### src/cache_config.svh
// geometry of the four-way read cache, CPU and DRAM bus widths
// and the CAS latency of the DRAM controller

`ifndef CACHE_CONFIG_SVH
`define CACHE_CONFIG_SVH

//////////////////////////////////////////////////
// cache geometry
//////////////////////////////////////////////////
`define CACHE_WAYS 4		// ways per set
`define CACHE_LINES 8		// lines (sets) per way
`define LINE_WORDS 8		// sixteen-bit words per line

//////////////////////////////////////////////////
// bus widths and DRAM timing
//////////////////////////////////////////////////
`define ADDR_WIDTH 32		// 68000 byte address
`define DATA_WIDTH 16		// one bus word
`define CAS_LATENCY 2		// clocks from the read CAS edge to the first burst word

`endif

### src/cacheGeometryPkg.sv
// vector types for addresses, data words, tags, indices, word selects and ways,
// plus the helpers that slice a CPU address into tag, index and word

`include "cache_config.svh"

package cacheGeometryPkg;
	localparam int WordBits = $clog2(`LINE_WORDS);		// word select within a line
	localparam int IndexBits = $clog2(`CACHE_LINES);	// line index
	localparam int TagBits = `ADDR_WIDTH - IndexBits - WordBits - 1;	// bit 0 is the byte lane
	localparam int WayBits = $clog2(`CACHE_WAYS);		// encoded way number

	typedef logic [`ADDR_WIDTH-1:0] addrT;
	typedef logic [`DATA_WIDTH-1:0] dataT;
	typedef logic [TagBits-1:0] tagT;
	typedef logic [IndexBits-1:0] indexT;
	typedef logic [WordBits-1:0] wordSelT;
	typedef logic [WayBits-1:0] wayT;
	typedef logic [`CACHE_WAYS-1:0] waySetT;

	function automatic tagT addrTag(addrT addr);
		return addr[`ADDR_WIDTH-1 -: TagBits];		// everything above the index
	endfunction

	function automatic indexT addrIndex(addrT addr);
		return addr[WordBits+1 +: IndexBits];		// bits 6 down to 4
	endfunction

	function automatic wordSelT addrWord(addrT addr);
		return addr[1 +: WordBits];		// bits 3 down to 1
	endfunction
endpackage

### src/cacheControlPkg.sv
// sequencer state encoding and the per-line pseudo-LRU tree type

`include "cache_config.svh"

package cacheControlPkg;
	typedef enum logic [3:0] {
		Flush,		// sweeping the lines after reset
		Idle,		// waiting for a CPU cycle
		LookUp,		// tag compare on a read
		HitHold,	// acknowledge held until the CPU ends the cycle
		FillRequest,	// DRAM selected, waiting for the read CAS
		CasWait,	// counting out the CAS latency
		BurstFill,	// eight words land in the victim way
		FillDone,	// line complete, acknowledge the CPU
		WriteThrough	// write passed on to DRAM
	} seqStateT;

	typedef logic [`CACHE_WAYS-2:0] lruT;	// one bit per tree node
endpackage

### src/lruTree.sv
// three-bit pseudo-LRU tree per line: cleared by the flush, read out as
// the victim way, and pointed away from each way that is accessed

`timescale 1ns/10ps
`include "cache_config.svh"

module lruTree (
	input logic Clock,
	input cacheGeometryPkg::addrT CpuAddress,
	input logic FlushActive,
	input cacheGeometryPkg::indexT FlushIndex,
	input logic Touch,
	input cacheGeometryPkg::wayT TouchWay,
	output cacheGeometryPkg::wayT Victim
);
	cacheControlPkg::lruT lruMem [`CACHE_LINES];	// tree bits per line
	cacheGeometryPkg::indexT lineIndex;		// line addressed by the CPU
	cacheControlPkg::lruT lruBits;			// tree of the addressed line
	cacheControlPkg::lruT lruNext;			// tree after touching TouchWay

	assign lineIndex = cacheGeometryPkg::addrIndex(CpuAddress);
	assign lruBits = lruMem[lineIndex];

	// bit 0 picks the half, bit 1 or bit 2 picks the way inside it
	assign Victim = lruBits[0] ? {1'b1, lruBits[2]} : {1'b0, lruBits[1]};

	always_comb begin
		lruNext = lruBits;
		lruNext[0] = !TouchWay[1];		// point at the other half
		if (TouchWay[1])
			lruNext[2] = !TouchWay[0];	// sibling of way 2 or 3
		else
			lruNext[1] = !TouchWay[0];	// sibling of way 0 or 1
	end

	always_ff @(posedge Clock) begin
		if (FlushActive)
			lruMem[FlushIndex] <= '0;		// fresh line starts with way 0
		else if (Touch)
			lruMem[lineIndex] <= lruNext;
	end
endmodule

### config.mk
export PLATFORM = sky130hd
export DESIGN_NAME = lruTree
export DESIGN_NICKNAME = d
export VERILOG_FILES = /design/src/cacheGeometryPkg.sv /design/src/cacheControlPkg.sv /design/src/lruTree.sv
export VERILOG_INCLUDE_DIRS = /design/src /design/src/src
export SDC_FILE = /design/constraint.sdc
export NUM_CORES = 1
export LEC_CHECK = 0
export BUFFER_PORTS_ARGS = -buffer_cell sky130_fd_sc_hd__buf_4
export CORE_UTILIZATION = 35
export DETAILED_ROUTE_END_ITERATION = 10
export HOLD_SLACK_MARGIN = 0.08
export PLACE_DENSITY = 0.71
export SLEW_MARGIN = 20
export SYNTH_ARGS = -nofsm -noshare
export SYNTH_HDL_FRONTEND = slang
export SYNTH_SLANG_ARGS = --single-unit
### constraint.sdc
create_clock -name Clock -period 1.8 [get_ports Clock]
set_input_delay 0.27 -clock Clock [delete_from_list [all_inputs] [get_ports Clock]]
set_output_delay 0.27 -clock Clock [all_outputs]
set_load 0.005 [all_outputs]
**After elaboration in Yosys (flattened, before gate mapping)**

Memory sizes are Yosys's and may differ from the RTL's.
Index checks and enable logic that the tools add are counted.

- Output and inout port bits: 2
- Register bits: 0
- Memories: 1
- Memory bits (writable): 24
- Input port bits: 40

- Reduce and logical (&&, ||, !) cells: 3
- Mux-type cells: 11

Memories:

| name | words | width | rd ports | clocked after memory_dff | wr ports | RTL line | RTL |
|---|---|---|---|---|---|---|---|
| lruMem | 8 | 3 | 1 | 0 | 1 | lruTree.sv:16 | `` cacheControlPkg::lruT lruMem [`CACHE_LINES]; `` |

Operator list:

| kind | count |
|---|---|
| 1-bit 2-to-1 mux | 8 |
| 3-bit 2-to-1 mux | 2 |
| 3-bit OR reduction | 1 |
| 1-bit zero test | 2 |
| 2-bit 2-to-1 mux | 1 |

**Logic depth before layout (Yosys ltp)**

- Depth after elaboration: 5
- Depth in mapped cells: 4
- Mapped depth without buffers: 3

**Least setup slack after synthesis**

No wires, ideal clock.

- Kind: input port to output port
- Start point: in CpuAddress[4]
- End point: out Victim[0]
- Slack: 0.243 ns
- Data arrival time: 1.287 ns
- Required time: 1.530 ns
- Stages: 4
- Path through: buf_6 > mux4_2 > mux2i_4 > mux2i_1

- Longest elaborated chain between the ends: 2

RTL lines:

| element | RTL line | RTL |
|---|---|---|
| start: declaration | lruTree.sv:9 | `input cacheGeometryPkg::addrT CpuAddress,` |
| memory read 8 x 3 bit | -- |  |
| 2-bit 2-to-1 mux | lruTree.sv:25 | `assign Victim = lruBits[0] ? {1'b1, lruBits[2]} : {1'b0, lruBits[1]};` |
| end: declaration | lruTree.sv:14 | `output cacheGeometryPkg::wayT Victim` |

No other way between the ends.

**Final worst setup path**

- Start point: mem lruMem[3][1] (netlist name)
- End point: out Victim[0]

- Longest elaborated chain between the ends: 2

RTL lines:

| element | RTL line |
|---|---|
| start: declaration | lruTree.sv:16 |
| memory read 8 x 3 bit | -- |
| 2-bit 2-to-1 mux | lruTree.sv:25 |

No other way between the ends.

==> out/summary.txt <==
Status - complete, but fails checks
Violated checks - setup timing
DRC - 0
Routed Antenna Nets - 0
H-tree levels - 1
Tightest Pin Transition - 581 ps
CP startpoint kind - flop
Vias/cell - 4.87
Worst-path fanout max - 2
Max cap viols - 0
First-pass GRT wire length - 3190 microns
Die area - 0.00339 sq mm
Top flop regs - lruMem (24)
Gr ovfl total - 0
Largest cells by area after synthesis - edfxtp_1 (65%), mux4_1 (9.5%), mux4_2 (4.1%)
Placer Congestion - 0.764
CTS tree - yes
Cell taking the most area after synthesis - edfxtp_1
Cell count after placement - 121
Initial Utilization - 36.6%
Crit. End Element - output pin
Ys Warns - 0
Die height - 58.2 microns
GRT Util Overall - 13.3%
Clock Path Buffers - 2
Worst Path Arrival - 1690 ps
Cts-stage hold buffer count - 0
Average size of a mapped cell - 16.8 sq um
Largest net degree at the start of global routing - 14
RSZ-0062 raised after global routing - yes
Critical path type - flop to output pin
Number of port buffers - 12
Worst hold path class - input port to flop
TNS Setup - -165 ps
Skew-Pair Late Insertion Delay - 300 ps
Clk slew on worst S/H paths - 120 ps
# diodes - 0
Area delta synth->final - 15.7%
Fmax - 510 MHz
Final Hold Fails - 0
Total I/O pin count - 42
Core ar. - 0.00303 sq mm
Row cnt - 20
VDD IR-drop max - 0.330 mV
Routed WL per cell - 15.8 microns
Slew Limit Fails - 0
Fin worst setup slack - -162 ps
Sequential fraction of the synthesis area - 65.1%
Largest Register - lruMem
Fin nets - 122
Flop2flop setup slack - 140 ps
Pre-CTS setup slack - -58.3 ps
Min Tclk post-route - 1960 ps
Pwr Total - 993 uW
Die X - 58.2 microns
Drt first-iter violations - 5
Final Setup Violations - 2
Syn Inst Count - 66
Max FFs per register - 24
Clock skew - 0.848 ps
Required @ worst endpoint - 1530 ps
Vias in the first global route - 653
Final wirelength - 1970 microns
Netlist cell types - 21
Vias - 609
HPWL Detailed - 1520 microns
Initial antenna violation count - 0
Pleak - 0.454 nW
CTS Sinks - 24
Flops & latches, synth - 24
Yosys top cell area share - 65.1%
Share of cells above drive strength 1 - 28.4%
CTS root buf - clkbuf_4
Cts bufs inserted - 3
Post-Syn Nets - 106
Post-Layout Cell Count - 125
1st-pass router iterations - 4
Power Density - 775 mW/mm^2
Fin crit share - 109%
Max transition margin - 61.3%
Post-Syn Area - 0.00111 sq mm
logic make-up after synthesis:
logic type      synth area share, %
flops                          65.1
buf+inv                        2.82
compound gates                 4.86
simple gates                   7.01
mux                            20.2
through the flow:
step,hold WS [ps],util [%],area (sq um)
after floorplan,522,-,1110
after global placement,672,41.2,1250
after detailed placement,680,41.2,1250
after CTS,348,42.3,1280
after global routing,361,42.3,1280
final,350,42.3,1280
cells in the final DEF, fill, tap and decap left out, types with 2 or more instances in the layout:
cell and n:
edfxtp_1 24, buf_4 13, nor2_1 11, mux4_1 4, inv_1 3, mux2i_1 3, clkbuf_4 3, mux4_2 2
a21o_1 2, a21oi_1 2, a31oi_1 2
path summary, 6_finish.rpt:
check | startpoint | to | depth (start not counted)
min reg2reg | lruMem[4][1] | lruMem[7][1] | 3
max reg2reg | lruMem[3][2] | lruMem[6][2] | 3
min | TouchWay[1] | lruMem[5][0] | 2
max | lruMem[3][1] | Victim[0] | 4
power by group:
part           leakage, nW  switching, mW  internal (mW)
Sequential           0.211        0.00419          0.638
Clock               0.0154          0.142         0.0807
Combinational        0.227         0.0653         0.0633
synth_stat cells:
library cell,count
a22oi_1,1
a32oi_1,1
mux2i_4,1
a31oi_1,2
inv_1,3
and2b_2,1
mux4_1,4
mux2_2,1
mux2i_1,4
nor2b_1,1
and3b_1,1
edfxtp_1,24
clkbuf_2,1
and3_1,1
nor2_1,11
clkbuf_1,1
nand2b_1,1
mux4_2,2
a21o_1,2
buf_6,1
a21oi_1,2
critical path, cell delays in order (launching register included):
cell and delay [ps]:
edfxtp_1 380, mux4_1 500, mux2i_1 250, mux2i_1 120, buf_4 150
timing repair:
action,CTS,global route
pin swaps,0,0
gates resized for setup,2,0
buffers inserted,0,0
setup endpoints to repair,2,2
routing by layer:
metal,track usage (%),vias up,share of wire [%]
li1,-,294,-
met1,17.5,298,45
met3,0.670,2,2.4
met2,22.8,15,51
met4,6.12,0,0.96
met5,0,-,0
final cells by class:
| class | count | area (sq um) |
|---|---|---|
| Clock inverter | 1 | 3.75 |
| Timing Repair Buffer | 14 | 109 |
| Sequential cell | 24 | 721 |
| Fill cell | 284 | 1750 |
| Inverter | 3 | 11.3 |
| Multi-Input combinational cell | 36 | 359 |
| Clock buffer | 3 | 22.5 |
| Tap cell | 44 | 55.1 |
Note: power is estimated with default switching activity, not from simulation.
