File: src/cache_config.svh
// geometry of the four-way read cache, CPU and DRAM bus widths
// and the CAS latency of the DRAM controller

`ifndef CACHE_CONFIG_SVH
`define CACHE_CONFIG_SVH

//////////////////////////////////////////////////
// cache geometry
//////////////////////////////////////////////////
`define CACHE_WAYS 4		// ways per set
`define CACHE_LINES 8		// lines (sets) per way
`define LINE_WORDS 8		// sixteen-bit words per line

//////////////////////////////////////////////////
// bus widths and DRAM timing
//////////////////////////////////////////////////
`define ADDR_WIDTH 32		// 68000 byte address
`define DATA_WIDTH 16		// one bus word
`define CAS_LATENCY 2		// clocks from the read CAS edge to the first burst word

`endif

File: src/cacheGeometryPkg.sv
// vector types for addresses, data words, tags, indices, word selects and ways,
// plus the helpers that slice a CPU address into tag, index and word

`include "cache_config.svh"

package cacheGeometryPkg;
	localparam int WordBits = $clog2(`LINE_WORDS);		// word select within a line
	localparam int IndexBits = $clog2(`CACHE_LINES);	// line index
	localparam int TagBits = `ADDR_WIDTH - IndexBits - WordBits - 1;	// bit 0 is the byte lane
	localparam int WayBits = $clog2(`CACHE_WAYS);		// encoded way number

	typedef logic [`ADDR_WIDTH-1:0] addrT;
	typedef logic [`DATA_WIDTH-1:0] dataT;
	typedef logic [TagBits-1:0] tagT;
	typedef logic [IndexBits-1:0] indexT;
	typedef logic [WordBits-1:0] wordSelT;
	typedef logic [WayBits-1:0] wayT;
	typedef logic [`CACHE_WAYS-1:0] waySetT;

	function automatic tagT addrTag(addrT addr);
		return addr[`ADDR_WIDTH-1 -: TagBits];		// everything above the index
	endfunction

	function automatic indexT addrIndex(addrT addr);
		return addr[WordBits+1 +: IndexBits];		// bits 6 down to 4
	endfunction

	function automatic wordSelT addrWord(addrT addr);
		return addr[1 +: WordBits];		// bits 3 down to 1
	endfunction
endpackage

File: src/tagStore.sv
// tag and valid arrays for every way and line, with flush, fill and
// write-hit invalidation, and the combinational hit compare

`timescale 1ns/10ps
`include "cache_config.svh"

module tagStore (
	input logic Clock,
	input cacheGeometryPkg::addrT CpuAddress,
	input logic FlushActive,
	input cacheGeometryPkg::indexT FlushIndex,
	input logic TagLoad,
	input cacheGeometryPkg::wayT FillWay,
	input logic InvalidateHit,
	output cacheGeometryPkg::waySetT HitWays
);
	cacheGeometryPkg::tagT tagMem [`CACHE_WAYS][`CACHE_LINES];	// stored address tags
	logic validMem [`CACHE_WAYS][`CACHE_LINES];			// line holds good data
	cacheGeometryPkg::indexT lineIndex;				// line addressed by the CPU
	cacheGeometryPkg::tagT cpuTag;					// tag part of the CPU address

	assign lineIndex = cacheGeometryPkg::addrIndex(CpuAddress);
	assign cpuTag = cacheGeometryPkg::addrTag(CpuAddress);

	always_ff @(posedge Clock) begin
		if (FlushActive) begin
			for (int w = 0; w < `CACHE_WAYS; w++)
				validMem[w][FlushIndex] <= 1'b0;	// one whole set per clock
		end else if (TagLoad) begin
			tagMem[FillWay][lineIndex] <= cpuTag;
			validMem[FillWay][lineIndex] <= 1'b1;
		end else if (InvalidateHit) begin
			for (int w = 0; w < `CACHE_WAYS; w++) begin
				if (HitWays[w])
					validMem[w][lineIndex] <= 1'b0;	// written word is now stale here
			end
		end
	end

	always_comb begin
		for (int w = 0; w < `CACHE_WAYS; w++)
			HitWays[w] = validMem[w][lineIndex] && (tagMem[w][lineIndex] == cpuTag);
	end

	// fills only follow a miss, so a tag never sits in two ways of a set
	singleHit: assert property (@(posedge Clock) disable iff (FlushActive)
		$onehot0(HitWays));
endmodule

File: config.mk
export PLATFORM = sky130hd
export DESIGN_NAME = tagStore
export DESIGN_NICKNAME = d
export VERILOG_FILES = /design/src/cacheGeometryPkg.sv /design/src/tagStore.sv
export VERILOG_INCLUDE_DIRS = /design/src /design/src/src
export SDC_FILE = /design/constraint.sdc
export NUM_CORES = 1
export LEC_CHECK = 0
export CAP_MARGIN = 10
export CORE_MARGIN = 10
export CORE_UTILIZATION = 25
export DETAILED_ROUTE_END_ITERATION = 10
export DONT_BUFFER_PORTS = 1
export PLACE_DENSITY_LB_ADDON = 0.3
export SYNTH_ARGS = -nofsm -noshare
export SYNTH_HDL_FRONTEND = slang
export SYNTH_SLANG_ARGS = --single-unit
File: constraint.sdc
create_clock -name Clock -period 2.8 [get_ports Clock]
set_input_delay 0.14 -clock Clock [delete_from_list [all_inputs] [get_ports Clock]]
set_output_delay 0.14 -clock Clock [all_outputs]
set_load 0.01 [all_outputs]
======== After elaboration in Yosys (flattened, before gate mapping) ========
Memory sizes are Yosys's and may differ from the RTL's.
Cells that the tools add are included.
word-level totals
  bits in registers ....................... 0
  RAM bits ................................ 832
  output and inout bits ................... 4
  memories ................................ 2
cells by class
  order comparisons ....................... 4
  equality and inequality tests ........... 4
  mux-type cells .......................... 91
  bitwise logic cells ..................... 34
  reductions and logical operators ........ 7
memories
  name      depth  bits a word  read ports  clocked after memory_dff  write ports  RTL line        source
  tagMem    4      200          4           0                         1            tagStore.sv:17  cacheGeometryPkg::tagT tagMem [`CACHE_WAYS][`CACHE_LINES];
  validMem  4      8            4           0                         4            tagStore.sv:18  logic validMem [`CACHE_WAYS][`CACHE_LINES];
operator list
  cell                number
  $bmux 25 s3         4
  $mux 25             9
  $mux 200            1
  $eq 25x25->1        4
  $demux 25 s3        1
  $mux 8              8
  $mux 1              61
  $or 1x1->1          32
  $bmux 1 s3          4
  $ge 4x4->1 const B  2
  $lt 4x1->1 const B  2
  $not 3->4           2
  $reduce_or 8->1     1
  $demux 1 s3         2
  $logic_and 1x1->1   6
  $mux 2              1

======== Longest topological paths before layout ========
Gate-level depths: netlist of the first run.
  depth after elaboration ................. 13
  gate-level depth with buffers ........... 13

======== Least setup slack after synthesis of the first run ========
OpenSTA, ideal clock, no wires.
  path kind ............................... input port to flip-flop
  start point ............................. in CpuAddress[4]
  end point ............................... mem tagMem[2][100] (netlist name) (enable)
  data arrival time ....................... 2.534 ns
  required time ........................... 2.390 ns
  path slack .............................. -0.144 ns
  stages on the path ...................... 8
  path buffers ............................ 6
  cell sequence ........................... buf_6 buf_6 buf_4 buf_4 buf_4 buf_2 nand2_1 nor2_1
between the ends
  longest elaborated chain between the ends .. 6
  elaborated cells between the ends (all ways) .. 7
  those cells by class .................... 2 x order compare; 3 x mux; 1 x bitwise; 1 x reduce/logical
ends and longest elaborated chain
  element                                                                RTL line        source
  from (decl)                                                            tagStore.sv:9   input cacheGeometryPkg::addrT CpuAddress,
  $not 3->4 (not written as such) (*)                                    tagStore.sv:30  tagMem[FillWay][lineIndex] <= cpuTag;
  $ge 4x4->1 (not written as such) / $lt 4x1->1 (equally long branches)  tagStore.sv:30
  $logic_and 1x1->1 (not written as such)                                tagStore.sv:30
  $mux 25 (not written as such)                                          tagStore.sv:30
  $demux 25 s3 (*)                                                       tagStore.sv:30
  $mux 200 (not written as such) (*)                                     tagStore.sv:30
  to (decl)                                                              tagStore.sv:17
Every way passes the cells marked *; elsewhere a longest branch is shown, timed or not.

==> results of run 1 <==
-- power by group --
part | internal (W) | leakage (nW) | switching, W
logic | 0.000641 | 4.09 | 0.000786
registers | 0.0137 | 7.46 | 0.0000271
clock network | 0.00662 | 1.36 | 0.00476
total | 0.0210 | 12.9 | 0.00557
-- per-layer routing --
layer	vias to the layer above	GRT usage (%)	part of all wire, %
li1	7779	-	-
met3	130	1.91	5.8
met5	-	0	0.034
met4	4	3.59	2.3
met2	573	21.8	48
met1	9584	17.5	44
-- state kept, by name (all words and copies together), names as in the netlist --
register  cells
tagMem      800
validMem     32
-- worst max-delay path by stage --
stage                   start              to  slack [ps]  cells past startpoint
2_1_floorplan   CpuAddress[4]  tagMem[3][100]        -130                      8
3_3_place_gp    tagMem[2][69]      HitWays[2]        -390                      9
3_5_place_dp   tagMem[2][169]      HitWays[2]        -330                      9
4_1_cts        tagMem[2][169]      HitWays[2]        -910                      9
5_1_grt        tagMem[2][169]      HitWays[2]        -980                      9
6_report       tagMem[2][119]      HitWays[2]        -840                      9
-- repair_timing --
item	in CTS	in global routing
endpoints found under the setup margin	4	14
resized for setup	19	4
endpoints found under the hold margin	803	32
setup buffers	5	1
pin swaps	13	6
-- placed cells by master, fill, tap and decap left out, types with 6 or more instances in the layout --
cell type	count
sky130_fd_sc_hd__buf_4	80
sky130_fd_sc_hd__nor2b_1	16
sky130_fd_sc_hd__and3_1	6
sky130_fd_sc_hd__a21o_1	6
sky130_fd_sc_hd__nand2_1	82
sky130_fd_sc_hd__bufinv_16	8
sky130_fd_sc_hd__o31ai_1	6
sky130_fd_sc_hd__buf_6	6
sky130_fd_sc_hd__or3_1	7
sky130_fd_sc_hd__a211oi_1	17
sky130_fd_sc_hd__mux2_2	77
sky130_fd_sc_hd__a21oi_1	26
sky130_fd_sc_hd__nand3b_1	6
sky130_fd_sc_hd__o21a_1	6
sky130_fd_sc_hd__mux4_2	102
sky130_fd_sc_hd__xor2_1	9
sky130_fd_sc_hd__inv_1	12
sky130_fd_sc_hd__or4_1	7
sky130_fd_sc_hd__nand3_1	15
sky130_fd_sc_hd__a31oi_1	38
sky130_fd_sc_hd__and4_1	11
sky130_fd_sc_hd__clkbuf_16	90
sky130_fd_sc_hd__clkinv_1	15
sky130_fd_sc_hd__buf_12	44
sky130_fd_sc_hd__nand4_1	17
sky130_fd_sc_hd__a22oi_1	37
sky130_fd_sc_hd__xnor2_1	41
sky130_fd_sc_hd__clkinv_2	20
sky130_fd_sc_hd__o21ai_1	14
sky130_fd_sc_hd__clkbuf_1	21
sky130_fd_sc_hd__dlygate4sd3_1	26
sky130_fd_sc_hd__o21ai_0	24
sky130_fd_sc_hd__nor2_4	33
sky130_fd_sc_hd__nor3_1	15
sky130_fd_sc_hd__dfxtp_1	32
sky130_fd_sc_hd__nor2_1	13
sky130_fd_sc_hd__o22ai_1	41
sky130_fd_sc_hd__mux2i_1	157
sky130_fd_sc_hd__edfxtp_1	800
-- worst max-delay path, stage by stage (launching register included) --
cell and delay, ps:
sky130_fd_sc_hd__edfxtp_1 370, sky130_fd_sc_hd__mux4_2 480, sky130_fd_sc_hd__mux2i_2 190, sky130_fd_sc_hd__xor2_1 170, sky130_fd_sc_hd__nand3_1 80, sky130_fd_sc_hd__or4_4 440, sky130_fd_sc_hd__or4b_4 540, sky130_fd_sc_hd__nor4b_4 320
sky130_fd_sc_hd__buf_4 180, sky130_fd_sc_hd__buf_6 100
-- area by class of cell --
cell class	instances	area (um2)	area share [%]
clock buffers	111	2330	5.81
well taps	1768	2210	5.51
inverters	14	53.8	0.134
repair buffers	156	1810	4.51
multi-input cells	894	8600	21.4
diodes	1	2.50	0.00624
clock inverters	48	452	1.13
flip-flops and latches	832	24700	61.5
-- cell families after synthesis --
family | Yosys count | share of synthesized area [%]
flip-flops | 832 | 73.7
multiplexers | 339 | 14.2
buffers and inverters | 96 | 1.70
AO/OA/AOI/OAI | 236 | 4.59
AND/OR/NAND/NOR | 268 | 4.43
XOR/XNOR | 51 | 1.33
-- per-stage QoR --
step / cell area, um2 / worst slack, ps / cells
floorplan: 33500 / -126 / 1822
finish: 40100 / -837 / 3824
global placement: 36400 / -391 / 3608
global route: 40100 / -983 / 3823
detailed placement: 36400 / -330 / 3608
CTS: 40100 / -911 / 3822
==> run summary, run 1 <==
In this run the deepest clock path goes through 3 buffers. The proportion of netlist area held by the largest area contributor is between 70% and 80%. The final reports fail on negative hold slack, negative setup slack. Clock tree synthesis inserted a total of between 80 and 90 buffers. The pin count of the biggest net entering global routing came out at about 330. Yosys instantiated no cell more often than sky130_fd_sc_hd__edfxtp_1. After legalization and detailed placement, the total HPWL measured 47,900 um.

In this run the critical register-to-register path is launched from tagMem[2][56]. Setup repair after global routing could not meet its margin everywhere. The number of buffers added on ports is 0. Along the worst path, the maximum fanout reaches 2.

The routed wire length per instance came out at ~26 um. The critical path start-end classification is flop to output pin. The via count of the routed design is between 15,000 and 20,000. When the netlist entered floorplanning its net count stood at roughly 1,900.

The TritonCTS sink count came out at 832. At the worst endpoint, the required time is ~2700 ps. CTS built an H-tree with a depth of 3. The destination of the worst hold path is tagMem[0][44].

The post-layout net count came out at approximately 2,000. The largest total area in the synthesized netlist belongs to sky130_fd_sc_hd__edfxtp_1. The number of pins exceeding their max-slew limit in the final report is 0. The post-synthesis instance total is ~1,800. STA classifies the critical path endpoint as an output pin. The slew at the pin closest to its max-slew limit came out at approximately 1000 ps. TritonCTS built the clock tree.

The number of synthesized flops with an enable pin came out at 800. The number of hold violations in the final report is 32. The worst register-to-register path ends at validMem[2][5]. The DRC violations left is 0. The final weighted congestion in routability-driven placement is 0.757.

After layout, the minimum clock period comes to 3640 ps. The total wire length is between 90,000 and 100,000 um. The areal power density over the cells came out at roughly 660 nW/um2. The utilization after layout came out at a little under a third. The count of antenna-violating nets left after detailed routing came out at 0.

The placeable core region is between 100,000 and 150,000 um2. Yosys attributes the largest share of cell area to sky130_fd_sc_hd__edfxtp_1 (72%), sky130_fd_sc_hd__mux4_2 (6.9%), sky130_fd_sc_hd__mux2i_1 (4.8%), sky130_fd_sc_hd__mux2_2 (2.6%), sky130_fd_sc_hd__dfxtp_1 (1.9%). The number of placement rows came out at between 100 and 150. Sorting the synthesized cells by how often they occur yields sky130_fd_sc_hd__edfxtp_1 (800), sky130_fd_sc_hd__mux2i_1 (160), sky130_fd_sc_hd__mux4_2 (102), sky130_fd_sc_hd__nand2_1 (82), sky130_fd_sc_hd__mux2_2 (77).

Measured in cells, the most critical reg-to-reg path has a length of 8. The share of the clock period used by the worst path is 130%. The initial antenna violation count is 7.

The area of the die is around 150,000 um2. After synthesis the netlist holds a flip-flop and latch count of approximately 830. The post-synth design cell area is roughly 33,000 um2. The number of DRC markers after the initial detailed-route iteration came out at 1,534. The highest achievable clock rate came out at around 270 MHz. The post-cts hold buffer count came out at 50. The fraction of layout instances using a drive strength above 1 is 24.2%. The most used flip-flop cell after synthesis is sky130_fd_sc_hd__edfxtp_1. The maximum vdd ir drop is about 0.44 mV.

The flow ran to the end, but the final reports show violations. The final worst hold slack came out at -372 ps. The number of stages on the worst hold path is 0.

The normalized max-slew margin came out at 32.8%. The share of synthesized area occupied by flip-flops and latches is about three quarters. The register-to-register path setup slack came out at roughly 100 ps. Global routing used a little over an eighth of the available tracks across all layers. The clock transition time at the flip-flop clock pins of the worst setup and hold paths came out at approximately 60 ps. The number of endpoints failing setup at the final stage is 4. The warning count from the yosys run came out at 0. The final-layout setup total negative slack came out at -1930 ps.

The count of cell types in the netlist came out at 61. STA classifies the critical path startpoint as a flop. The average size of a mapped cell is 18.4 um2. The number of vias per cell came out at around 4.7.

The post-route worst setup slack came out at -837 ps. The static leakage is around 13 nW. The source-to-sink clock delay at the later pin of the worst-skew pair came out at between 600 and 700 ps.

The via count of the first global-routing pass was 18,677. The starting utilization of the core area is about a quarter. The die is 386 um tall. The count of boundary I/O pins came out at 45. The fraction of synthesis flops using an asynchronous set or reset pin came out at 0%. The arrival time reported for the critical path endpoint came out at 3500 ps. The final setup skew is 14.2 ps. The cell at the root of the clock tree is sky130_fd_sc_hd__clkbuf_16. The width of the die is slightly below 400 um.

The worst hold path belongs to the class primary input to flop. The first-pass detailed-route iteration total came out at 7. The post-synthesis to final-layout area growth came out at 19.9%. The startpoint identified for the worst hold timing path is CpuAddress[26]. The global-route wire length before repair is ~140,000 um. The sum of overflow across all layers after global routing is 0. The number of maximum-capacitance constraint violations came out at 0.

The total power came out at between 0.02 and 0.03 W. The number of filler cells placed in the layout came out at around 13,000.
Power figures use the tool's default switching activity.
==> run 2: changes to the inputs <==
--- a/config.mk
+++ b/config.mk
@@ -7,6 +7,8 @@
 export NUM_CORES = 1
 export LEC_CHECK = 0
 export CAP_MARGIN = 10
+export CELL_PAD_IN_SITES_DETAIL_PLACEMENT = 0
+export CELL_PAD_IN_SITES_GLOBAL_PLACEMENT = 1
 export CORE_MARGIN = 10
 export CORE_UTILIZATION = 25
 export DETAILED_ROUTE_END_ITERATION = 10
==> run summary, run 2 (synthesis results as in run 1) <==
The final cell area excluding filler cells came out at roughly 40,000 um2. Once layout is complete, the utilization of the core stands at approximately 30%. 45 I/O pins were placed. The routed wire length per instance came out at ~27 um. The largest registers in the layout are tagMem x800, validMem x32.

The via count of the first global-routing pass is between 15,000 and 20,000. The first-pass detailed-route iteration total is 6. The clock buffer count from CTS came out at 89. The maximum vdd ir drop came out at around 0.45 mV. The combined global-route utilization of all metal layers is a little over an eighth. Setup repair after global routing could not meet its margin everywhere. The areal power density over the cells is about 660 nW/um2. The number of buffers and inverters on the critical path came out at 2. The checks that failed: negative hold slack, negative setup slack. The final setup skew came out at 22.8 ps.

The clock transition time at the flip-flop clock pins of the worst setup and hold paths came out at roughly 60 ps. The H-tree was split into 3 levels. The worst register-to-register path begins at tagMem[1][196]. The number of vias per cell is around 4.7.

The signal on the critical path passes through mux4_2 > mux2i_1 > xor2_1 > nand3_1 > or4_4 > or4b_4 > nor4b_4 > buf_4 > buf_6. Counting buffers and inverters, the worst setup path is 9 cells deep. Adding up every negative setup slack in the final design gives -2060 ps.

The critical path starts at tagMem[2][69]. The post-layout net count is slightly above 2,000. The number of maximum-capacitance constraint violations is 0. The placeable core region is 133,000 um2. The number of buffers on the longest clock path is 3. The final route contains roughly 18,000 vias. The clock reaches the later pin of the worst-skew pair after 660 ps. The number of pins exceeding their max-slew limit in the final report is 0. The HPWL after detailed placement is 49,400 um. The starting utilization of the core area came out at between 20% and 30%.

The required time of the critical path is roughly 2700 ps. TritonCTS built the clock tree. The critical path start-end classification is flop to output pin. The cell at the root of the clock tree is sky130_fd_sc_hd__clkbuf_16. The flip-flop count of the largest register, all copies and words added came out at 800. Entering global routing, the biggest net connects about 330 pins. The number of DRC markers after the initial detailed-route iteration is ~1,700. The die extent in y came out at around 390 um. The slew at the pin closest to its max-slew limit is around 1200 ps. The top register by number of flip-flops is tagMem. The flow ran to the end, but the final reports show violations. The tightest min-delay check is of the primary input to flop type. After layout, the minimum clock period comes to between 3000 and 4000 ps. After clock tree synthesis, the flow added hold-fix buffers numbering 54. Based on the critical path, the design can be clocked at up to roughly 270 MHz.

The library cells used most frequently in the layout, excluding fill and tap cells, are sky130_fd_sc_hd__edfxtp_1 (800), sky130_fd_sc_hd__mux2i_1 (156), sky130_fd_sc_hd__mux4_2 (102), sky130_fd_sc_hd__clkbuf_16 (90), sky130_fd_sc_hd__nand2_1 (82). The number of endpoints failing setup at the final stage came out at 11. Summing all placed instances gives a cell area of 36,400 um2.

The die is roughly 390 um wide. The cell family contributing the most delay on the critical path is simple AND/OR/NAND/NOR gates. The length in cells of the worst reg-to-reg path is 10. In this run the critical register-to-register path is captured at validMem[1][3]. The global-route wire length before repair is 143,000 um. The commonest non-fill, non-tap cell in the layout is sky130_fd_sc_hd__edfxtp_1. The total wire length came out at just over 100,000 um.

The fraction of layout instances using a drive strength above 1 is 24.3%. For this run the aggregate overflow at the end of global routing stands at 0. The share of the clock period used by the worst path came out at 134%.

The post-synthesis to final-layout area growth came out at 20.4%. The area of the die came out at 149,000 um2. The most critical setup path has its endpoint at HitWays[2].

The largest individual stage delay along the critical path comes from the cell sky130_fd_sc_hd__or4b_4. The number of hold violations in the final report came out at 32. The biggest fanout along the worst timing path came out at 2. Data arrives at the worst endpoint at 3620 ps. The static leakage came out at between 10 and 15 nW. The initial antenna violation count is 13. The count of antenna-violating nets left after detailed routing came out at 0. The post-route worst setup slack is -963 ps.

The final worst hold slack came out at -416 ps. STA classifies the critical path startpoint as a flop. The biggest cell delay along the critical path came out at approximately 540 ps.

The floorplan has approximately 130 rows. The number of buffers added on ports came out at 0. The DRC violations left is 0.

The startpoint identified for the worst hold timing path is CpuAddress[26]. The normalized max-slew margin came out at between 20% and 30%. CTS saw 832 sinks. The worst setup path is captured at an output pin. The register-to-register path setup slack came out at roughly 60 ps. The final weighted congestion in routability-driven placement came out at approximately 0.75.
run 2: changes by cell type in the layout (fill, tap and decap cells not counted), sizes merged:
cell,delta
diode,+6
inv,+5
dlygate4sd3,+4
buf,-3
clkbuf,-2
bufinv,+1
clkinvlp,-1
run 2: worst register-to-register path, delay by kind of cell (launching register included):
family	cells	cell delay, ps
AND/OR/NAND/NOR	3	880
flip-flops	1	370
XOR/XNOR	1	120
buffers and inverters	3	520
AO/OA/AOI/OAI	1	80
multiplexers	2	670
run 2: layout make-up:
class	instances	area (um2)
Antenna cell	7	17.5
Clock buffer	109	2320
Clock inverter	53	522
Fill cell	12966	93000
Timing Repair Buffer	157	1870
Inverter	14	52.6
Multi-Input combinational cell	894	8620
Tap cell	1768	2210
Sequential cell	832	24700
run 2: power by group:
group	total [W]	internal (W)	switching, W	leakage (nW)
registers	0.0138	0.0137	0.0000264	7.46
clock network	0.0116	0.00674	0.00483	1.39
logic	0.00145	0.000646	0.000803	4.10
run 2: through the flow:
stage          instances  total power (W)  setup WS (ps)
6_report            3834           0.0268           -963
5_1_grt             3827           0.0277          -1080
4_1_cts             3829           0.0270          -1020
3_5_place_dp        3603           0.0151           -472
3_3_place_gp        3603           0.0151           -481
2_1_floorplan       1822           0.0149           -126
run 2: repair_timing:
| action | in CTS | in global routing |
|---|---|---|
| pin swaps | 20 | 7 |
| hold endpoints to repair | 807 | 32 |
| gates resized for setup | 33 | 6 |
| setup buffers | 10 | 2 |
| endpoints found under the setup margin | 6 | 13 |
run 2: layer usage:
layer | GRT usage [%] | wire length (um) | share of wire [%] | vias to the layer above
met5 | 0 | 0 | 0 | -
met4 | 4.09 | 3050 | 3.0 | 0
met3 | 2.05 | 4740 | 4.6 | 135
met2 | 22.5 | 49200 | 48 | 447
met1 | 18.1 | 45400 | 44 | 9478
li1 | - | - | - | 7805
run 2: how the worst min path moves through the flow:
stage                           endpoint  slack [ps]  depth (start not counted)
final                     tagMem[0][169]        -420                          0
after global routing      tagMem[0][194]        -460                          0
after CTS                  tagMem[0][44]        -450                          0
after detailed placement   tagMem[2][34]         240                          0
after global placement     tagMem[2][59]         240                          0
after floorplan             tagMem[0][0]         240                          0
