--- src/cache_config.svh ---
// geometry of the four-way read cache, CPU and DRAM bus widths
// and the CAS latency of the DRAM controller

`ifndef CACHE_CONFIG_SVH
`define CACHE_CONFIG_SVH

//////////////////////////////////////////////////
// cache geometry
//////////////////////////////////////////////////
`define CACHE_WAYS 4		// ways per set
`define CACHE_LINES 8		// lines (sets) per way
`define LINE_WORDS 8		// sixteen-bit words per line

//////////////////////////////////////////////////
// bus widths and DRAM timing
//////////////////////////////////////////////////
`define ADDR_WIDTH 32		// 68000 byte address
`define DATA_WIDTH 16		// one bus word
`define CAS_LATENCY 2		// clocks from the read CAS edge to the first burst word

`endif

--- src/cacheGeometryPkg.sv ---
// vector types for addresses, data words, tags, indices, word selects and ways,
// plus the helpers that slice a CPU address into tag, index and word

`include "cache_config.svh"

package cacheGeometryPkg;
	localparam int WordBits = $clog2(`LINE_WORDS);		// word select within a line
	localparam int IndexBits = $clog2(`CACHE_LINES);	// line index
	localparam int TagBits = `ADDR_WIDTH - IndexBits - WordBits - 1;	// bit 0 is the byte lane
	localparam int WayBits = $clog2(`CACHE_WAYS);		// encoded way number

	typedef logic [`ADDR_WIDTH-1:0] addrT;
	typedef logic [`DATA_WIDTH-1:0] dataT;
	typedef logic [TagBits-1:0] tagT;
	typedef logic [IndexBits-1:0] indexT;
	typedef logic [WordBits-1:0] wordSelT;
	typedef logic [WayBits-1:0] wayT;
	typedef logic [`CACHE_WAYS-1:0] waySetT;

	function automatic tagT addrTag(addrT addr);
		return addr[`ADDR_WIDTH-1 -: TagBits];		// everything above the index
	endfunction

	function automatic indexT addrIndex(addrT addr);
		return addr[WordBits+1 +: IndexBits];		// bits 6 down to 4
	endfunction

	function automatic wordSelT addrWord(addrT addr);
		return addr[1 +: WordBits];		// bits 3 down to 1
	endfunction
endpackage

--- src/cacheControlPkg.sv ---
// sequencer state encoding and the per-line pseudo-LRU tree type

`include "cache_config.svh"

package cacheControlPkg;
	typedef enum logic [3:0] {
		Flush,		// sweeping the lines after reset
		Idle,		// waiting for a CPU cycle
		LookUp,		// tag compare on a read
		HitHold,	// acknowledge held until the CPU ends the cycle
		FillRequest,	// DRAM selected, waiting for the read CAS
		CasWait,	// counting out the CAS latency
		BurstFill,	// eight words land in the victim way
		FillDone,	// line complete, acknowledge the CPU
		WriteThrough	// write passed on to DRAM
	} seqStateT;

	typedef logic [`CACHE_WAYS-2:0] lruT;	// one bit per tree node
endpackage

--- src/cacheSequencer.sv ---
// control FSM of the read cache: flush sweep, hit and miss handling,
// burst counter, victim register, DRAM bus steering and CPU acknowledge

`timescale 1ns/10ps
`include "cache_config.svh"

module cacheSequencer (
	input logic Clock,
	input logic Reset_L,
	input logic CpuAs_L,
	input logic CpuWe_L,
	input logic CpuUds_L,
	input logic CpuLds_L,
	input logic CpuDramSelect,
	input cacheGeometryPkg::addrT CpuAddress,
	input cacheGeometryPkg::waySetT HitWays,
	input cacheGeometryPkg::wayT Victim,
	input logic DramDtack_L,
	input logic DramCas_L,
	input logic DramRas_L,
	output logic CpuDtack_L,
	output logic DramSelect_L,
	output logic DramUds_L,
	output logic DramLds_L,
	output logic DramAs_L,
	output logic DramWe_L,
	output cacheGeometryPkg::addrT DramAddress,
	output logic FlushActive,
	output cacheGeometryPkg::indexT FlushIndex,
	output logic TagLoad,
	output logic InvalidateHit,
	output cacheGeometryPkg::wayT FillWay,
	output logic FillLoad,
	output cacheGeometryPkg::wordSelT FillWord,
	output logic Touch,
	output cacheGeometryPkg::wayT TouchWay
);
	// the counter covers both the flush sweep and the burst words
	localparam int CountBits = (cacheGeometryPkg::WordBits > cacheGeometryPkg::IndexBits) ?
		cacheGeometryPkg::WordBits : cacheGeometryPkg::IndexBits;

	cacheControlPkg::seqStateT state;		// current FSM state
	cacheControlPkg::seqStateT nextState;		// state after the next edge
	logic [CountBits-1:0] burstCount;		// lines swept or words filled so far
	cacheGeometryPkg::wayT victimWay;		// way chosen for the fill in progress
	cacheGeometryPkg::wayT hitWay;			// encoded form of HitWays
	logic cycleStart;				// CPU has started a DRAM-space cycle
	logic cycleEnd;					// CPU has dropped AS or the select
	logic readCycle;				// forces both DRAM strobes and a line address
	logic lastWord;					// final word of the burst is on the bus

	assign cycleStart = !CpuAs_L && CpuDramSelect;
	assign cycleEnd = CpuAs_L || !CpuDramSelect;
	assign lastWord = (state == cacheControlPkg::BurstFill) &&
		(burstCount == CountBits'(`LINE_WORDS - 1));

	//////////////////////////////////////////////////
	// state, counter and victim registers
	//////////////////////////////////////////////////
	always_ff @(posedge Clock or negedge Reset_L) begin
		if (!Reset_L) begin
			state <= cacheControlPkg::Flush;	// every line is swept after reset
			burstCount <= '0;
		end else begin
			state <= nextState;
			if (state != nextState)
				burstCount <= '0;		// each state starts counting from zero
			else
				burstCount <= burstCount + 1'b1;
		end
	end

	always_ff @(posedge Clock) begin
		if (state == cacheControlPkg::LookUp && HitWays == '0)
			victimWay <= Victim;		// LRU choice is frozen for the whole fill
	end

	always_comb begin
		hitWay = '0;
		for (int w = 0; w < `CACHE_WAYS; w++) begin
			if (HitWays[w])
				hitWay = cacheGeometryPkg::wayT'(w);	// at most one way can hit
		end
	end

	//////////////////////////////////////////////////
	// next state and cache store controls
	//////////////////////////////////////////////////
	always_comb begin
		nextState = state;
		CpuDtack_L = 1'b1;
		DramSelect_L = 1'b1;
		TagLoad = 1'b0;
		InvalidateHit = 1'b0;
		FillLoad = 1'b0;
		Touch = 1'b0;
		case (state)
			cacheControlPkg::Flush: begin
				if (burstCount == CountBits'(`CACHE_LINES - 1))
					nextState = cacheControlPkg::Idle;	// last line cleared
			end
			cacheControlPkg::Idle: begin
				if (cycleStart && CpuWe_L) begin
					nextState = cacheControlPkg::LookUp;	// a read, check the tags first
				end else if (cycleStart) begin
					DramSelect_L = 1'b0;		// writes always go to DRAM
					InvalidateHit = 1'b1;		// a stale copy must not survive
					nextState = cacheControlPkg::WriteThrough;
				end
			end
			cacheControlPkg::LookUp: begin
				if (HitWays != '0) begin
					CpuDtack_L = 1'b0;		// data is already on CpuReadData
					Touch = 1'b1;
					nextState = cacheControlPkg::HitHold;
				end else begin
					DramSelect_L = 1'b0;		// miss, start the line read
					nextState = cacheControlPkg::FillRequest;
				end
			end
			cacheControlPkg::HitHold: begin
				CpuDtack_L = 1'b0;
				if (cycleEnd)
					nextState = cacheControlPkg::Idle;
			end
			cacheControlPkg::FillRequest: begin
				DramSelect_L = 1'b0;
				if (!DramCas_L && DramRas_L)
					nextState = cacheControlPkg::CasWait;	// read command, not a refresh
			end
			cacheControlPkg::CasWait: begin
				DramSelect_L = 1'b0;
				if (burstCount == CountBits'(`CAS_LATENCY - 2))
					nextState = cacheControlPkg::BurstFill;	// first word arrives next edge
			end
			cacheControlPkg::BurstFill: begin
				DramSelect_L = 1'b0;
				FillLoad = 1'b1;
				if (lastWord) begin
					TagLoad = 1'b1;			// line becomes valid with its last word
					Touch = 1'b1;
					nextState = cacheControlPkg::FillDone;
				end
			end
			cacheControlPkg::FillDone: begin
				CpuDtack_L = 1'b0;			// the filled way now hits
				if (cycleEnd)
					nextState = cacheControlPkg::Idle;
			end
			cacheControlPkg::WriteThrough: begin
				DramSelect_L = 1'b0;
				CpuDtack_L = DramDtack_L;		// the DRAM decides when the write is done
				if (cycleEnd)
					nextState = cacheControlPkg::Idle;
			end
			default: nextState = cacheControlPkg::Flush;
		endcase
	end

	//////////////////////////////////////////////////
	// DRAM bus steering
	//////////////////////////////////////////////////
	assign readCycle = (state inside {cacheControlPkg::LookUp, cacheControlPkg::HitHold,
		cacheControlPkg::FillRequest, cacheControlPkg::CasWait, cacheControlPkg::BurstFill,
		cacheControlPkg::FillDone}) || (state == cacheControlPkg::Idle && cycleStart && CpuWe_L);

	assign DramUds_L = readCycle ? 1'b0 : CpuUds_L;	// whole words are fetched on a read
	assign DramLds_L = readCycle ? 1'b0 : CpuLds_L;
	assign DramAddress = readCycle ? {CpuAddress[`ADDR_WIDTH-1:4], 4'b0000} : CpuAddress;
	assign DramAs_L = CpuAs_L;
	assign DramWe_L = CpuWe_L;

	assign FlushActive = (state == cacheControlPkg::Flush);
	assign FlushIndex = cacheGeometryPkg::indexT'(burstCount);
	assign FillWay = victimWay;
	assign FillWord = cacheGeometryPkg::wordSelT'(burstCount);	// burst arrives in word order
	assign TouchWay = (state == cacheControlPkg::LookUp) ? hitWay : victimWay;

	// acknowledge only ever comes from a hit, a finished fill or a DRAM write
	dtackStates: assert property (@(posedge Clock) disable iff (!Reset_L)
		!CpuDtack_L |-> state inside {cacheControlPkg::LookUp, cacheControlPkg::HitHold,
			cacheControlPkg::FillDone, cacheControlPkg::WriteThrough});

	// DRAM stays untouched while the tags are still being cleared
	noSelectInFlush: assert property (@(posedge Clock) disable iff (!Reset_L)
		state == cacheControlPkg::Flush |-> DramSelect_L);
endmodule

--- config.mk ---
export PLATFORM = sky130hd
export DESIGN_NAME = cacheSequencer
export DESIGN_NICKNAME = d
export VERILOG_FILES = /design/src/cacheGeometryPkg.sv /design/src/cacheControlPkg.sv /design/src/cacheSequencer.sv
export VERILOG_INCLUDE_DIRS = /design/src /design/src/src
export SDC_FILE = /design/constraint.sdc
export NUM_CORES = 1
export LEC_CHECK = 0
export ABC_AREA = 0
export BUFFER_PORTS_ARGS = -buffer_cell sky130_fd_sc_hd__buf_2
export CORE_MARGIN = 2
export CORE_UTILIZATION = 39
export DETAILED_ROUTE_END_ITERATION = 8
export GPL_ROUTABILITY_DRIVEN = 0
export PLACE_DENSITY = 0.82
export SETUP_SLACK_MARGIN = 0.3
export SLEW_MARGIN = 40
export SYNTH_ARGS = -nofsm -noshare
export SYNTH_HDL_FRONTEND = slang
export SYNTH_SLANG_ARGS = --single-unit
--- constraint.sdc ---
create_clock -name Clock -period 2.5 [get_ports Clock]
set_clock_uncertainty 0.1 [all_clocks]
set_input_delay 0.25 -clock Clock [delete_from_list [all_inputs] [get_ports Clock]]
set_output_delay 0.25 -clock Clock [all_outputs]
set_load 0.01 [all_outputs]
=== After elaboration in Yosys (flattened, before gate mapping) ===
Cells that the tools add are included.

* Add/sub/neg operators: 1
* Equality and inequality tests: 10
* Multiplexer cells: 30
* Reductions and logical operators: 20

{| class="wikitable"
|+ Operators with widths
! kind !! number
|-
| $mux 4 || 8
|-
| $pmux 4 s7 || 1
|-
| $eq 4x3->1 const B || 4
|-
| $mux 1 || 13
|-
| $eq 4x2->1 const B || 2
|-
| $logic_not 4->1 || 2
|-
| $logic_and 1x1->1 || 7
|-
| $mux 2 || 3
|-
| $mux 3 || 2
|-
| $pmux 1 s3 || 2
|-
| $reduce_bool 6->1 || 1
|-
| $eq 4x1->1 const B || 1
|-
| $eq 4x4->1 const B || 1
|-
| $ne 4x4->1 || 1
|-
| $reduce_bool 4->1 || 1
|-
| $reduce_or 4->1 || 1
|-
| $add 3x1->3 const B || 1
|-
| $eq 3x3->1 const B || 1
|-
| $logic_not 1->1 || 3
|-
| $logic_not 3->1 || 1
|-
| $reduce_or 3->1 || 1
|-
| $logic_or 1x1->1 || 2
|-
| $pmux 1 s2 || 1
|-
| $reduce_or 2->1 || 1
|}

* Register bits after elaboration: 9
* Input bits: 48
* Output and inout port bits: 53
* Logic and storage cells: 64

=== Longest topological paths before layout ===
Gate-level depths: netlist (run 1).

* Depth in word-level cells: 7
* Gate-level depth with buffers: 6
* Gate-level depth less buffers: 6

=== Worst setup path before layout (run 1) ===
OpenSTA, ideal clock, no wires.

* Kind: reg-to-reg
* Start point: reg burstCount[0] (netlist: FillWord[0])
* End point: reg burstCount[0] (netlist: FillWord[0])
* Setup time: 0.138 ns
* Data arrival time: 1.573 ns
* Data required time: 2.262 ns
* Slack: 0.689 ns
* Stages on the path, launching flop included: 7
* Buffers on the path: 0
* Period minus slack after synthesis: 1.811 ns
* Path through: dfrtp_1 > ha_1 > ha_1 > or2b_2 > a211oi_1 > nand4bb_4 > a211oi_1

* Word-level cells in the longest chain between the ends: 6
* Elaborated cells on any way between the ends: 10
* Classes of those cells: add/sub (1); eq/ne (2); mux (5); reduce/logical (2)

{| class="wikitable"
|+ Ends and longest elaborated chain
! what !! line !! RTL
|-
| start: declaration || cacheSequencer.sv:44 || <nowiki>logic [CountBits-1:0] burstCount;</nowiki>
|-
| start signal: assignment || cacheSequencer.sv:69 || <nowiki>burstCount <= burstCount + 1'b1;</nowiki>
|-
| $eq 3x3->1 || cacheSequencer.sv:55, cacheSequencer.sv:99 ||
|-
| $logic_and 1x1->1 || cacheSequencer.sv:54 || <nowiki>assign lastWord = (state == cacheControlPkg::BurstFill) &&</nowiki>
|-
| $mux 4 || cacheSequencer.sv:139 || <nowiki>if (lastWord) begin</nowiki>
|-
| $pmux 4 s7 || cacheSequencer.sv:97 || <nowiki>case (state)</nowiki>
|-
| $ne 4x4->1 || cacheSequencer.sv:66 || <nowiki>if (state != nextState)</nowiki>
|-
| $mux 3 (*) || cacheSequencer.sv:66 ||
|}

Every way passes the cells marked *; elsewhere a longest branch is shown, timed or not.
A chain may end at the register's enable or synchronous reset.

=== Worst setup path in the final report (run 1) ===
* Start point: reg state[0]
* End point: out DramSelect_L

* Word-level cells in the longest chain between the ends: 3
* Elaborated cells on any way between the ends: 8
* Classes of those cells: eq/ne (6); mux (1); reduce/logical (1)

{| class="wikitable"
|+ Ends and longest elaborated chain
! what !! line !! RTL
|-
| start: declaration || cacheSequencer.sv:42 || <nowiki>cacheControlPkg::seqStateT state;</nowiki>
|-
| start signal: assignment || cacheSequencer.sv:62 || <nowiki>state <= cacheControlPkg::Flush;</nowiki>
|-
| start signal: assignment || cacheSequencer.sv:65 || <nowiki>state <= nextState;</nowiki>
|-
| $eq 4x3->1 or $eq 4x4->1 (tied branches) || cacheSequencer.sv:97 ||
|-
| $reduce_or 4->1 (no line) || - ||
|-
| $pmux 1 s3 (*) || cacheSequencer.sv:97 ||
|-
| end: declaration || cacheSequencer.sv:22 || <nowiki>output logic DramSelect_L,</nowiki>
|}

Marks and branches as above.

==> metrics.md, run 1 <==
| Metric | Value |
|---|---|
| Ports placed on the boundary | `101` |
| Minimum setup slack in the final design | `around 0.44 ns` |
| DRC viols | `0` |
| Global-route wire length before repair | `roughly 4300 um` |
| Actual transition at the worst max-transition pin | `0.4464 ns` |
| Total die area | `approximately 3500 um2` |
| Synthesized area per cell | `8.353 um2` |
| Endpoint type of the worst setup path | `output pin` |
| Ratio of routed vias to standard cells | `5.374` |
| Clock Sinks | `9` |
| Destination of the worst register-to-register timing path | `FillWord[1]$_DFF_PN0_` |
| Effective utilization at floorplan | `around 40%` |
| Result of the run | `finished clean` |
| Largest stage delay on the critical path | `roughly 0.56 ns` |
| Mapped Cells | `around 140` |
| Worst voltage drop across the vdd grid | `0.3294 mV` |
| Floorplan row count | `20` |
| N_diodes | `0` |
| Async set-reset flop share out of synthesis | `around 80%` |
| CP Max Fanout | `18` |
| Capture point of the critical path | `DramSelect_L` |
| Number of setup violations in the final report | `0` |
| Maximum number of pins on one net before global-route repair | `19` |
| Master cell of the clock root buffer | `sky130_fd_sc_hd__clkbuf_4` |
| Share of total power in the clock network | `between 10% and 20%` |
| Fraction of layout instances using a drive strength above 1 | `roughly two fifths` |
| Number of warnings printed during yosys synthesis | `0` |
| First drt pass iteration count | `4` |
| Number of cells on the worst reg-to-reg path | `6` |
| Setup repair after global routing missed its margin | `yes` |
| Min Tclk post-route | `between 2 and 2.5 ns` |
| Cell Chain, Critical Path | `nand2b_1 -> nor2_1 -> a2111oi_0 -> or2_1 -> buf_2` |
| FILL cells | `296` |
| Vias in the first global route | `932` |
| Global route overflow | `0` |
| Arrival time at the worst endpoint | `1.71 ns` |
| H-tree Lvls | `1` |
| Clk Latency, worst-skew pair | `0.28 ns` |
| Horizontal die dimension | `59.15 um` |
| Post-synthesis net count | `~190` |
| Buffers inserted during post-CTS setup optimization | `0` |
| Path class of the lowest-slack min-delay path | `in -> reg` |
| Highest achievable clock rate | `~0.48 GHz` |
| Post-route antenna net violation count | `0` |
| Crit Reg-Reg Startpoint | `FillWord[1]$_DFF_PN0_` |
| DR WL/cell | `between 10 and 15 um` |
| Critical Path Start Type | `flip-flop` |
| Reg power frac | `a little over a quarter` |
| Cell type with the highest aggregate area in the netlist | `sky130_fd_sc_hd__buf_4` |
| Total clock buffers created by CTS | `3` |
| Count of endpoints failing hold in the final timing report | `0` |
| Final wirelength | `roughly 2700 um` |
| Vert. Die Dim | `about 60 um` |
| Cell Pwr Density | `between 900 and 1000 nW/um2` |
| Dominant synthesized flop cell | `sky130_fd_sc_hd__dfrtp_1` |
| TritonCTS clock tree | `built` |
| Required time worst endpoint | `2.15 ns` |
| Reported net switching power | `between 0.5 and 0.6 mW` |
| FF/Latch Area | `237.7 um2` |
| Type of the setup path with the least slack | `reg -> out` |
| Sequential-to-total area share from yosys stat | `19.83%` |
| DPL Wire Length | `approximately 2000 um` |
| Leakage dissipation | `between 0.5 and 0.6 nW` |
| Switching part of the total power | `between 40% and 50%` |
| Clock Tree Buf Depth | `2` |
| Worst slew margin relative to its limit | `a little over two thirds` |
| Max stage delay cell, worst path | `sky130_fd_sc_hd__dfrtp_2` |
| Hold WS | `0.04223 ns` |
| Placeable core area | `between 2000 and 3000 um2` |
| Total area of multi-input combinational cells | `between 600 and 700 um2` |
| Final clock period utilization by the worst path | `82.52%` |
| Seq cells post-synth | `9` |
| Max-slew violation count | `0` |
| Initial detailed-routing violation count | `21` |
| Fraction of power consumed by combinational cells | `61.6%` |
| Sum of internal, switching and leakage power | `approximately 1.1 mW` |
| Worst Setup Slack post-DPL | `roughly 0.50 ns` |
| Max capacitance violation total | `0` |
| Mapped Area | `around 1200 um2` |
| Port Buf Inserts | `44` |
| Number of unique standard cell types used by synthesis | `45` |
| Area share of the largest cell type after synthesis | `a little over a fifth` |
| Leading cell types by total area after synthesis | `sky130_fd_sc_hd__buf_4 (22%), sky130_fd_sc_hd__dfrtp_1 (15%), sky130_fd_sc_hd__edfxtp_1 (5.1%)` |
| Setup slack, reg-to-reg | `between 0.5 and 0.6 ns` |
| Total Negative Setup Slacks | `0 ns` |
| Initial antenna violation count | `0` |
| Internal power of the cells | `0.5710 mW` |
| Synthesis-to-layout area growth | `2.848%` |
| Clock edge transition at the registers on the reported setup and hold paths | `~0.070 ns` |
| GRT Total Usage | `around 16%` |
| Number of enable-type register cells in the synthesized netlist | `2` |
| Total number of vias | `~1000` |
| Worst setup path startpoint | `state[0]$_DFF_PN0_` |
| Number of nets at the end of the flow | `206` |
## worst max-delay path, delay by kind of cell (launching register included)
| family | cells | cell delay, ns |
|---|---|---|
| simple gates | 3 | 0.42 |
| flops | 1 | 0.56 |
| buf+inv | 1 | 0.12 |
| compound gates | 1 | 0.33 |
## sequential cells by signal (all words and copies together), names as in the netlist
name,flops
state,4
FillWay,2
FillWord,3
## synthesized netlist by cell type (all sizes together) (2+ instances only)
master and instances:
and2b 3, nor3 5, a221o 2, nand2 2, ha 3, and2 2
nor2b 7, buf 37, nand4bb 2, nor4 5, or2b 2, dfrtp 7
o21ai 9, nor2 9, edfxtp 2, a211oi 5, clkbuf 3, nand3b 2
inv 6, a21oi 6, a31oi 2, nand2b 3
## worst min-delay path by stage
stage	cells after the start	slack (ns)	endpoint	startpoint
after floorplan	0	-0.15	FillWord[0]$_DFF_PN0_	Reset_L
final	1	0.04	FillWay[1]$_DFFE_PP_	Victim[1]
after global routing	1	0.05	FillWay[0]$_DFFE_PP_	Victim[0]
after CTS	1	0.04	FillWay[1]$_DFFE_PP_	Victim[1]
after global placement	1	-0.007	state[1]$_DFF_PN0_	Reset_L
after detailed placement	1	-0.005	state[1]$_DFF_PN0_	Reset_L
## layer usage
layer	routed length (um)	vias to the layer above	global-route usage [%]
met5	0	-	0
met4	25	0	8.766
met2	1310	42	25.08
met1	1177	456	20.38
li1	-	504	-
met3	143	3	2.838
## power by group through the flow
stage	Combinational, mW	Clock [mW]	Sequential (mW)
3_3_place_gp	0.659	0	0.295
2_1_floorplan	0.612	0	0.245
3_5_place_dp	0.676	0	0.300
4_1_cts	0.680	0.123	0.297
6_report	0.680	0.123	0.301
5_1_grt	0.762	0.127	0.317
## cell type report
type	count	area share [%]
timing repair buffer	48	20.72
clock inverter	1	0.4103
clock buffer	3	1.846
sequential	9	19.49
multi-input combinational	86	52.00
tap	33	3.385
inverter	7	2.154
## metrics by stage
step | std cells | utilization [%] | cell area [um2]
5_1_grt | 187 | 40.97 | 1220
6_report | 187 | 40.97 | 1220
4_1_cts | 187 | 40.80 | 1215
3_5_place_dp | 182 | 39.50 | 1176
3_3_place_gp | 182 | 39.50 | 1176
2_1_floorplan | 142 | - | 1186
## repair_timing
item / CTS / global route
hold endpoints to repair: 7 / 0
endpoints found under the setup margin: 1 / 10
resized for setup: 1 / 2
pin swaps: 0 / 0
hold buffers: 1 / 0
## kinds of logic after synthesis
family                     after synthesis  synth area share, %
adders and majority gates                3                3.165
DFF                                      9                19.83
AOI/OAI and AO/OA                       32                20.47
buffers and inverters                   47                27.00
and+or+nand+nor                         51                29.54
## placed cells by master, fill, tap and decap left out, types with 2 or more instances in the layout
cell,synthesis,routed
sky130_fd_sc_hd__nor2b_1,7,7
sky130_fd_sc_hd__nand2b_1,3,3
sky130_fd_sc_hd__nand2_1,2,2
sky130_fd_sc_hd__buf_2,1,44
sky130_fd_sc_hd__nor3_1,5,5
sky130_fd_sc_hd__o21ai_0,9,9
sky130_fd_sc_hd__inv_1,6,6
sky130_fd_sc_hd__a211oi_1,5,5
sky130_fd_sc_hd__ha_1,3,3
sky130_fd_sc_hd__buf_4,34,3
sky130_fd_sc_hd__a21oi_1,6,5
sky130_fd_sc_hd__and2_1,2,2
sky130_fd_sc_hd__nor4_1,5,5
sky130_fd_sc_hd__a31oi_1,2,2
sky130_fd_sc_hd__and2b_1,2,2
sky130_fd_sc_hd__a221o_1,2,2
sky130_fd_sc_hd__edfxtp_1,2,2
sky130_fd_sc_hd__clkbuf_4,0,3
sky130_fd_sc_hd__dfrtp_2,0,2
sky130_fd_sc_hd__dfrtp_1,7,5
sky130_fd_sc_hd__nor2_1,9,9
sky130_fd_sc_hd__nand3b_1,2,2
Note: power is estimated with default switching activity, not from simulation.
==> inputs of run 2 (changes only) <==
- clock period: 2.5 -> 1.9 ns (I/O delays scaled with it)
==> run 2 against run 1 <==
Compared with the run above: the run now ends with negative setup slack left; global-route usage increased by 2.8 points; utilization up 17 points; wire length rose by 34%; non-clock buffer count up 33; design area grew 40%.
==> metrics.md, run 2 (synthesized netlist as in run 1, its figures left out) <==
| Metric | Value |
|---|---|
| Effective utilization at floorplan | `39.83% (unchanged)` |
| Number of setup violations in the final report | `1 (+1)` |
| Path class of the lowest-slack min-delay path | `in -> async` |
| FILL cells | `236 (-20%)` |
| Placeable core area | `2978 um2 (unchanged)` |
| N_diodes | `0 (unchanged)` |
| Maximum number of pins on one net before global-route repair | `13 (-6)` |
| Port Buf Inserts | `44 (unchanged)` |
| Total clock buffers created by CTS | `3 (unchanged)` |
| Total Negative Setup Slacks | `-0.08108 ns (-0.08108 ns)` |
| DRC viols | `0 (unchanged)` |
| Total number of vias | `1211 (+20%)` |
| Total die area | `3499 um2 (unchanged)` |
| Synthesis-to-layout area growth | `44.41%` |
| Type of the setup path with the least slack | `reg -> out` |
| Global-route wire length before repair | `5106 um (+19%)` |
| Fraction of the core area covered by cells at the end of the flow | `57.52% (+17 points)` |
| Actual transition at the worst max-transition pin | `0.4914 ns (+0.04498 ns)` |
| Critical Path Start Type | `flip-flop` |
| Count of endpoints failing hold in the final timing report | `0 (unchanged)` |
| Minimum setup slack in the final design | `-0.08108 ns (-0.5182 ns)` |
| Endpoint type of the worst setup path | `output pin` |
| Ratio of routed vias to standard cells | `5.505 (+2.4%)` |
| Horizontal die dimension | `59.15 um (unchanged)` |
| Result of the run | `finished with violations` |
| Cell Chain, Critical Path | `buf_6 -> nand2b_1 -> nor3_2 -> a2111oi_4 -> or2_1 -> buf_2` |
| Fraction of layout instances using a drive strength above 1 | `67.38% (+27 points)` |
| Final clock period utilization by the worst path | `104.3%` |
| Vert. Die Dim | `59.15 um (unchanged)` |
| Setup repair after global routing missed its margin | `yes` |
| Number of flip-flops under the largest register name | `4 (unchanged)` |
| Total area of multi-input combinational cells | `827.0 um2 (+30%)` |
| Ports placed on the boundary | `101 (unchanged)` |
| Number of placed cells counting well taps | `191 (+4.9%)` |
| Floorplan row count | `20 (unchanged)` |
| Filler-free cell count of the finished design | `220 (+18%)` |
| Worst slew margin relative to its limit | `66.94% (-3.2 points)` |
| CP Max Fanout | `8 (-10)` |
| Arrival time at the worst endpoint | `1.69 ns (-0.02 ns)` |
| Max-slew violation count | `0 (unchanged)` |
| Violations in the final reports | `negative setup slack` |
| DPL Wire Length | `2116 um (+3.5%)` |
| Cell Pwr Density | `1284 nW/um2 (+42%)` |
| FF/Latch Area | `240.2 um2 (+1.1%)` |
| Most frequent cells in the layout | `sky130_fd_sc_hd__buf_2 (44), sky130_fd_sc_hd__buf_4 (22), sky130_fd_sc_hd__buf_6 (12)` |
| Initial detailed-routing violation count | `30 (+43%)` |
| Required time worst endpoint | `1.61 ns (-0.54 ns)` |
| H-tree Lvls | `1 (unchanged)` |
| Most common library cell in the layout ignoring fill and taps | `sky130_fd_sc_hd__buf_2` |
| TritonCTS clock tree | `built` |
| Worst voltage drop across the vdd grid | `0.5191 mV (+58%)` |
| Max stage delay cell, worst path | `sky130_fd_sc_hd__dfrtp_2` |
| Clk Latency, worst-skew pair | `0.27 ns (about the same)` |
| Final wirelength | `3557 um (+34%)` |
| Min Tclk post-route | `1.981 ns` |
| GRT Total Usage | `18.69% (+2.8 points)` |
| Global route overflow | `0 (unchanged)` |
| Master cell of the clock root buffer | `sky130_fd_sc_hd__clkbuf_4` |
| DR WL/cell | `16.17 um (+14%)` |
| Largest register by flop count | `state` |
| Clock edge transition at the registers on the reported setup and hold paths | `0.08 ns (about the same)` |
| Leakage dissipation | `0.7553 nW (+36%)` |
| Vias in the first global route | `1191 (+28%)` |
| Clock Sinks | `9 (unchanged)` |
| Highest achievable clock rate | `between 0.5 and 0.6 GHz` |
| Clock Tree Buf Depth | `2 (unchanged)` |
| Max capacitance violation total | `0 (unchanged)` |
| Post-route antenna net violation count | `0 (unchanged)` |
| Number of nets at the end of the flow | `239 (+16%)` |
| Largest stage delay on the critical path | `0.49 ns (-0.07 ns)` |
| First drt pass iteration count | `4 (unchanged)` |
| Initial antenna violation count | `0 (unchanged)` |
## run 2: timing repair
action                                  CTS  global route
resized for setup                        22            33
cloned                                    0             0
endpoints found under the setup margin   21            21
hold endpoints to repair                  8             1
hold buffers                              2             1
pin swaps                                12            10
buffers inserted                         13             9
## run 2: layout make-up
| class | count | area share [%] |
|---|---|---|
| multi-input cells | 86 | 48.28 |
| flip-flops and latches | 9 | 14.02 |
| inverters | 7 | 1.607 |
| repair buffers | 81 | 32.14 |
| clock buffers | 4 | 1.534 |
| well taps | 33 | 2.411 |
## run 2: report_power, final
| group | total [mW] | leakage (nW) | switching, mW | internal [mW] |
|---|---|---|---|---|
| Combinational | 1.67 | 0.638 | 0.802 | 0.872 |
| Sequential | 0.369 | 0.102 | 0.114 | 0.255 |
| Clock | 0.155 | 0.0150 | 0.0743 | 0.0809 |
## run 2: final timing paths
check	cells past startpoint	slack [ns]	end	from
worst max-delay path	6	-0.08	DramSelect_L	state[0]$_DFF_PN0_
worst min-delay path	2	0.21	FillWord[0]$_DFF_PN0_	Reset_L
worst max register to register	4	0.06	FillWord[1]$_DFF_PN0_	state[0]$_DFF_PN0_
worst min register to register	2	0.66	state[3]$_DFF_PN0_	state[2]$_DFF_PN0_
max in group asynchronous	2	1.28	state[2]$_DFF_PN0_	Reset_L
min in group Clock	3	0.22	state[3]$_DFF_PN0_	CpuDramSelect
## run 2: worst max-delay path: cells and delay by family (launching register included)
kind	cells	cell delay [ns]
flip-flops	1	0.49
AO/OA/AOI/OAI	1	0.05
AND/OR/NAND/NOR	3	0.58
buffers and inverters	2	0.28
## run 2: layer usage
layer	global-route usage [%]	share of wire, %	vias up
li1	-	-	561
met1	21.74	38	561
met2	32.54	52	74
met3	4.148	6.3	15
met4	8.442	3.7	0
met5	0	0	-
## run 2: per-stage QoR
step	total power [mW]	worst slack [ns]	hold WS, ns	area [um2]
6_report	2.199	-0.08108	0.2099	1713
5_1_grt	2.330	-0.1251	0.2000	1713
4_1_cts	1.843	0.03099	0.0003088	1495
3_5_place_dp	1.407	0.01162	-0.06354	1272
3_3_place_gp	1.383	0.06072	-0.06864	1272
2_1_floorplan	1.151	0.1954	-0.2056	1216
